<file path="src/common/fetch_pkg.sv">
// shared widths, reset pc and packed structs of the fetch front end
package fetch_pkg;

    // number of barrel harts sharing the fetch slot
    localparam int unsigned NUM_HARTS = 4;

    // hart index width, 2 bits for four harts
    localparam int unsigned HART_W = $clog2(NUM_HARTS);

    // data and address width
    localparam int unsigned XLEN = 32;

    // pc of every hart after reset
    localparam logic [XLEN-1:0] RESET_PC = 32'h0000_0200;

    // byte step between sequential instructions, no compressed ops
    localparam logic [XLEN-1:0] PC_STEP = 32'd4;

    // hart index
    typedef logic [HART_W-1:0] hart_id_t;

    // address or instruction word
    typedef logic [XLEN-1:0] word_t;

    // instruction memory request
    typedef struct packed {
        logic  ren;
        // byte address of the fetched word
        word_t addr;
    } imem_req_t;

    // instruction memory response
    typedef struct packed {
        // wait level, read completes when low
        logic  busy;
        word_t rdata;
    } imem_rsp_t;

    // pc redirect coming back from execute
    typedef struct packed {
        logic     valid;
        hart_id_t hart;
        word_t    target;
    } redirect_t;

    // fetch to execute packet
    typedef struct packed {
        logic     valid;
        hart_id_t hart;
        word_t    pc;
        word_t    instr;
    } fetch_pkt_t;

endpackage

</file>
<file path="src/hdl/hart_selector.sv">
// round-robin hart counter stepping on every used fetch slot
`timescale 1ns/1ps

module hart_selector (
    input  logic                CLK,
    input  logic                nRST,
    // fetch slot used this cycle
    input  logic                advance,
    output fetch_pkg::hart_id_t hart_id
);

    fetch_pkg::hart_id_t count;
    fetch_pkg::hart_id_t next_count;

    // wrap after the last hart, hold when the slot was not used
    always_comb begin
        next_count = count;
        if (advance) begin
            if (count == fetch_pkg::hart_id_t'(fetch_pkg::NUM_HARTS - 1)) begin
                next_count = '0;
            end else begin
                next_count = count + fetch_pkg::hart_id_t'(1);
            end
        end
    end

    // hart 0 fetches first after reset
    always_ff @(posedge CLK, negedge nRST) begin
        if (!nRST) begin
            count <= '0;
        end else begin
            count <= next_count;
        end
    end

    // fixed interleave order of the barrel
    assign hart_id = count;

endmodule

</file>
<file path="src/hdl/pc_bank.sv">
// per-hart program counters with fetch increment and redirect load
`timescale 1ns/1ps

module pc_bank (
    input  logic                                          CLK,
    input  logic                                          nRST,
    // hart owning the current fetch slot
    input  fetch_pkg::hart_id_t                           hart_id,
    input  logic                                          advance,
    input  fetch_pkg::redirect_t                          redirect,
    // all hart pcs, index is the hart id
    output fetch_pkg::word_t [fetch_pkg::NUM_HARTS-1:0]   pcs
);

    fetch_pkg::word_t [fetch_pkg::NUM_HARTS-1:0] pc_q;
    fetch_pkg::word_t [fetch_pkg::NUM_HARTS-1:0] pc_d;

    // next pc of every hart
    always_comb begin
        pc_d = pc_q;
        for (int h = 0; h < fetch_pkg::NUM_HARTS; h++) begin
            // redirect checked first so it wins over the increment
            if (redirect.valid && (redirect.hart == fetch_pkg::hart_id_t'(h))) begin
                pc_d[h] = redirect.target;
            end else if (advance && (hart_id == fetch_pkg::hart_id_t'(h))) begin
                pc_d[h] = pc_q[h] + fetch_pkg::PC_STEP;
            end
        end
    end

    // every hart starts at the same boot address
    always_ff @(posedge CLK, negedge nRST) begin
        if (!nRST) begin
            for (int h = 0; h < fetch_pkg::NUM_HARTS; h++) begin
                pc_q[h] <= fetch_pkg::RESET_PC;
            end
        end else begin
            pc_q <= pc_d;
        end
    end

    // read side for the fetch stage
    assign pcs = pc_q;

endmodule

</file>
<file path="src/hdl/fetch_stage.sv">
// memory request, slot advance, flush and registered fetch to execute packet
`timescale 1ns/1ps

module fetch_stage (
    input  logic                                          CLK,
    input  logic                                          nRST,
    input  fetch_pkg::hart_id_t                           hart_id,
    input  fetch_pkg::word_t [fetch_pkg::NUM_HARTS-1:0]   pcs,
    input  fetch_pkg::redirect_t                          redirect,
    input  fetch_pkg::imem_rsp_t                          imem_rsp,
    output fetch_pkg::imem_req_t                          imem_req,
    output logic                                          advance,
    output fetch_pkg::fetch_pkt_t                         fetch_pkt
);

    // read enable, low in reset and high from the first edge after it
    logic ren_q;

    // pc of the hart owning this slot
    fetch_pkg::word_t cur_pc;

    // redirect hits the hart currently fetching
    logic flush;

    // packet control
    logic pkt_valid_q;

    // packet payload
    fetch_pkg::hart_id_t pkt_hart_q;
    fetch_pkg::word_t    pkt_pc_q;
    fetch_pkg::word_t    pkt_instr_q;

    always_ff @(posedge CLK, negedge nRST) begin
        if (!nRST) begin
            ren_q <= 1'b0;
        end else begin
            ren_q <= 1'b1;
        end
    end

    // address follows the selected hart
    assign cur_pc = pcs[hart_id];

    // held steady by the selector and bank while busy is high
    assign imem_req.ren  = ren_q;
    assign imem_req.addr = cur_pc;

    // the word in flight is stale once its hart is redirected
    assign flush = redirect.valid && (redirect.hart == hart_id);

    // slot is used only when the read completes and is not flushed
    assign advance = ren_q && !imem_rsp.busy && !flush;

    // one packet per used slot, none on busy or flush
    always_ff @(posedge CLK, negedge nRST) begin
        if (!nRST) begin
            pkt_valid_q <= 1'b0;
        end else begin
            pkt_valid_q <= advance;
        end
    end

    // rdata is valid only in the completing cycle, capture it there
    always_ff @(posedge CLK) begin
        if (advance) begin
            pkt_hart_q  <= hart_id;
            pkt_pc_q    <= cur_pc;
            pkt_instr_q <= imem_rsp.rdata;
        end
    end

    // packet to execute
    assign fetch_pkt.valid = pkt_valid_q;
    assign fetch_pkt.hart  = pkt_hart_q;
    assign fetch_pkt.pc    = pkt_pc_q;
    assign fetch_pkt.instr = pkt_instr_q;

endmodule

</file>
<file path="src/hdl/fetch_top.sv">
// fetch front end top with hart selector, pc bank and fetch stage
`timescale 1ns/1ps

module fetch_top (
    input  logic                  CLK,
    input  logic                  nRST,
    // instruction memory
    output fetch_pkg::imem_req_t  imem_req,
    input  fetch_pkg::imem_rsp_t  imem_rsp,
    // redirect strobe from execute
    input  fetch_pkg::redirect_t  redirect,
    // packet toward execute
    output fetch_pkg::fetch_pkt_t fetch_pkt
);

    // hart owning the current slot
    fetch_pkg::hart_id_t hart_id;

    // pcs of all harts
    fetch_pkg::word_t [fetch_pkg::NUM_HARTS-1:0] pcs;

    // used slot strobe, steps the selector and the bank together
    logic advance;

    // round-robin slot owner
    hart_selector hart_selector_i (
        .CLK     (CLK),
        .nRST    (nRST),
        .advance (advance),
        .hart_id (hart_id)
    );

    // per-hart pcs beside the selector
    pc_bank pc_bank_i (
        .CLK      (CLK),
        .nRST     (nRST),
        .hart_id  (hart_id),
        .advance  (advance),
        .redirect (redirect),
        .pcs      (pcs)
    );

    // memory request and packet register
    fetch_stage fetch_stage_i (
        .CLK       (CLK),
        .nRST      (nRST),
        .hart_id   (hart_id),
        .pcs       (pcs),
        .redirect  (redirect),
        .imem_rsp  (imem_rsp),
        .imem_req  (imem_req),
        .advance   (advance),
        .fetch_pkt (fetch_pkt)
    );

endmodule

</file>
<file path="config.mk">
export PLATFORM = sky130hd
export DESIGN_NAME = fetch_top
export DESIGN_NICKNAME = d
export VERILOG_FILES = /design/src/common/fetch_pkg.sv /design/src/hdl/hart_selector.sv /design/src/hdl/pc_bank.sv /design/src/hdl/fetch_stage.sv /design/src/hdl/fetch_top.sv
export SDC_FILE = /design/constraint.sdc
export NUM_CORES = 1
export LEC_CHECK = 0
export BUFFER_PORTS_ARGS = -buffer_cell sky130_fd_sc_hd__buf_2
export CAP_MARGIN = 20
export CELL_PAD_IN_SITES_DETAIL_PLACEMENT = 0
export CELL_PAD_IN_SITES_GLOBAL_PLACEMENT = 2
export CORE_MARGIN = 4
export CORE_UTILIZATION = 34
export CTS_BUF_LIST = sky130_fd_sc_hd__clkbuf_4 sky130_fd_sc_hd__clkbuf_8
export DETAILED_ROUTE_END_ITERATION = 10
export PLACE_DENSITY = 0.88
export SYNTH_ARGS = -nofsm -noshare
export SYNTH_HDL_FRONTEND = slang
export SYNTH_SLANG_ARGS = --single-unit
</file>
<file path="constraint.sdc">
create_clock -name CLK -period 3.9 [get_ports CLK]
set_clock_uncertainty 0.15 [all_clocks]
set_input_delay 0.585 -clock CLK [delete_from_list [all_inputs] [get_ports CLK]]
set_output_delay 0.585 -clock CLK [all_outputs]
set_load 0.1 [all_outputs]
</file>
==> out/summary.log <==
[timing] Final Hold Violating Endpoints 0
[logic_synthesis] Warnings, synthesis 0
[placed_design] count of port buffers added during placement 169
[worst_setup_path] Reg-to-Reg End pc_bank_i.pcs[11]
[global_routing] global-route wire length before repair 49200 µm
[worst_setup_path] startpoint class of the critical path flip-flop
[logic_synthesis] commonest cells in the synthesized netlist 145 x sky130_fd_sc_hd__nand2_1, 128 x sky130_fd_sc_hd__dfrtp_1, 99 x sky130_fd_sc_hd__o21ai_0
[worst_setup_path] Worst EP required 3.16 ns
[clock_network] number of sinks driven by the clock tree 198
[route] average detailed-routed wire length per instance 20.9 µm
[timing] total count of max-transition violations in the final report 0
[worst_setup_path] crit end category primary output
[clock_network] CTS Root Cell sky130_fd_sc_hd__clkbuf_8
[logic_synthesis] net count of the mapped netlist 1060
[logic_synthesis] total standard cell area after synthesis 10300 µm²
[pwr] total power density per cell area 722 nW/µm²
[worst_setup_path] r2r setup slk 0.82 ns
[global_routing] vias in the first global route 8028
[die] area inside the core boundary 29800 µm²
[hold_path] class of the tightest hold or removal check input pin to flip-flop
[clock_network] Clock Latency Late Sink 0.47 ns
[global_routing] pin count of the biggest net entering global routing 72
[route] number of nets with antenna violations after detailed routing 0
[timing] final-report setup violation count 0
[finish] Final nets 1224
[pwr] overall power after layout 8.77 mW
[hold_path] end point of the most critical hold path fetch_stage_i.pkt_instr_q[20]
[timing] total negative setup slack 0 ns
[clock_network] Clock Pin Slew Worst Setup and Hold Paths 0.12 ns
[timing] post-route fraction of the period consumed by the critical path 0.863
[logic_synthesis] EDFF count, synth 66
[pwr] peak ir drop on the vdd network 855 µV
[die] Boundary Pins 170
[die] die outline height 182 µm
[worst_setup_path] Worst Path Max Fanout 21
[placed_design] global placer's final weighted congestion 0.840
[worst_setup_path] arrival time at the worst endpoint 2.63 ns
[clock_network] buffers from clock root to sink, at most 2
[hold_path] startpoint of the lowest-slack hold path imem_rsp[20]
[route] total via count after detailed routing 8485
[clock_network] CTS HTree Levels 4
[die] Die Wd 182 µm
[route] total wire length after detailed routing 32400 µm
[status] run status complete, no violations
[logic_synthesis] mean cell area of the mapped netlist 10.5 µm²
[worst_setup_path] startpoint of the lowest-slack register-to-register path hart_selector_i.hart_id[1]
[route] drt pass-1 iters 5
[logic_synthesis] Cell variety after synth 58
[hold_path] hold depth 1
[timing] Max-slew headroom 0.254
[run] # Max-Cap Violations 0
[clock_network] post-CTS setup buffers 0
[logic_synthesis] proportion of synthesized flip-flops having asynchronous set or reset 0.667
[finish] fraction of layout instances using a drive strength above 1 0.248
[timing] minimum clock period after layout 3.37 ns
[clock_network] clock buffers created by TritonCTS 17
[timing] Max Clock Freq 0.297 GHz
[clock_network] TritonCTS clock tree yes
[placed_design] HPWL reported at the end of detailed placement 23300 µm
[route] mean number of vias per cell 5.48
[logic_synthesis] post-synthesis sequential area ratio 0.511
[logic_synthesis] post-synthesis instance total 982
[logic_synthesis] number of synthesized register bits 198
[logic_synthesis] main area contributors after synthesis sky130_fd_sc_hd__dfrtp_1 31%, sky130_fd_sc_hd__edfxtp_1 19%, sky130_fd_sc_hd__mux4_2 7.0%, sky130_fd_sc_hd__nand2_1 5.3%, sky130_fd_sc_hd__o21ai_0 4.8%
[die] Placement Rows 63
[logic_synthesis] post-synth top area share 0.310
[die] Starting Density 0.347
[finish] Ant. Diodes 0
[die] area of the die 33300 µm²
[global_routing] combined global-route utilization of all metal layers 0.192
[timing] Tightest Pin Transition 1.12 ns
[pwr] leakage power 4.64 nW
[global_routing] total congestion overflow after global routing 0
[logic_synthesis] dominant synthesized flop cell sky130_fd_sc_hd__dfrtp_1
[worst_setup_path] Worst Setup Path Type flip-flop to primary output
[timing] RSZ-0062 raised after global routing no
[worst_setup_path] number of cells on the worst reg-to-reg path 7
[logic_synthesis] cell taking the most area after synthesis sky130_fd_sc_hd__dfrtp_1
[finish] area growth from synthesis to layout 17.4%
[logic_synthesis] cell with the most instances after synthesis sky130_fd_sc_hd__nand2_1
[route] violation count after the first detailed-routing iteration 628
[route] DRC errors left 0
[global_routing] initial antenna violation count 0
[registers in the layout (all words and copies together) (netlist names)]
name,cells
hart_selector_i.hart_id,2
fetch_stage_i.pkt_instr_q,32
pc_bank_i.pcs,128
fetch_stage_i.pkt_hart_q,2
fetch_stage_i.pkt_valid_q,1
fetch_stage_i.pkt_pc_q,32
fetch_stage_i.ren_q,1
[per-stage QoR]
| stage | util | instance area (µm²) | setup WS (ns) | hold slack, ns | cells |
|---|---|---|---|---|---|
| 4_1_cts | 0.408 | 12100 | 0.456 | 0.0883 | 1549 |
| 6_report | 0.408 | 12100 | 0.535 | 0.127 | 1549 |
| 3_5_place_dp | 0.393 | 11700 | 0.640 | 0.310 | 1516 |
| 5_1_grt | 0.408 | 12100 | 0.366 | 0.0903 | 1549 |
| 2_1_floorplan | - | 10300 | 0.819 | 0.139 | 982 |
| 3_3_place_gp | 0.393 | 11700 | 0.722 | 0.308 | 1516 |
[critical path, cell delays in order, from the launching register on]
cell                      delay [ns]
sky130_fd_sc_hd__dfrtp_2        0.43
sky130_fd_sc_hd__buf_4          0.34
sky130_fd_sc_hd__buf_4          0.45
sky130_fd_sc_hd__mux4_2         0.61
sky130_fd_sc_hd__buf_2          0.32
[area by class of cell]
type	count	area (µm²)
Inverter	23	87.6
Multi-Input combinational cell	706	4760
Sequential cell	198	5290
Fill cell	2996	17600
Tap cell	390	488
Clock buffer	18	241
Clock inverter	14	183
Timing Repair Buffer	200	1100
[cells in the final DEF, fill, tap and decap left out, types with 17 or more instances in the layout]
master	count
sky130_fd_sc_hd__buf_2	168
sky130_fd_sc_hd__nand2_1	145
sky130_fd_sc_hd__dfrtp_1	126
sky130_fd_sc_hd__o21ai_0	99
sky130_fd_sc_hd__edfxtp_1	66
sky130_fd_sc_hd__nor2_1	50
sky130_fd_sc_hd__xnor2_1	47
sky130_fd_sc_hd__nand3_1	45
sky130_fd_sc_hd__nand4_1	40
sky130_fd_sc_hd__xor2_1	38
sky130_fd_sc_hd__a31oi_1	33
sky130_fd_sc_hd__mux4_2	32
sky130_fd_sc_hd__buf_4	29
sky130_fd_sc_hd__nor4_1	24
sky130_fd_sc_hd__inv_1	22
sky130_fd_sc_hd__and3_1	20
sky130_fd_sc_hd__or3_1	17
sky130_fd_sc_hd__clkbuf_8	17
[what timing repair did]
item,4_1_cts,5_1_grt
endpoints found under the hold margin,6,0
hold buffers,1,0
gates resized for setup,0,0
[cells by family (layout without fill, tap and decap cells)]
kind of cell | after synthesis | count (layout) | synth area share
adders and majority gates | 8 | 8 | 0.00967
and+or+nand+nor | 411 | 411 | 0.205
other | 1 | 1 | 0.000362
DFF | 198 | 198 | 0.511
xor gates and xnor gates | 87 | 87 | 0.0773
buffers and inverters | 78 | 255 | 0.0310
muxes | 36 | 36 | 0.0736
AOI/OAI and AO/OA | 163 | 163 | 0.0923
[layer usage]
layer | vias to the layer above | share of wire | routed length (µm) | global-route usage
li1 | 3954 | - | - | -
met1 | 4156 | 0.45 | 14500 | 0.269
met2 | 334 | 0.47 | 15200 | 0.311
met3 | 41 | 0.066 | 2150 | 0.0343
met4 | 0 | 0.020 | 651 | 0.0489
met5 | - | 0 | 0 | 0
[report_power, final]
group / switching (mW) / leakage (nW) / internal, mW
Combinational: 3.37 / 2.24 / 0.932
Sequential: 0.415 / 2.19 / 2.60
Clock: 0.841 / 0.210 / 0.612
[worst max-delay path by stage]
stage	from	to	slack, ns	depth (start not counted)
finish	hart_selector_i.hart_id[0]	imem_req[22]	0.53	4
global route	hart_selector_i.hart_id[0]	imem_req[3]	0.37	4
CTS	hart_selector_i.hart_id[0]	imem_req[22]	0.46	4
detailed placement	redirect[32]	pc_bank_i.pcs[13]	0.64	8
global placement	redirect[32]	pc_bank_i.pcs[14]	0.72	8
floorplan	redirect[32]	pc_bank_i.pcs[69]	0.82	8
Note: power is estimated with default switching activity, not from simulation.
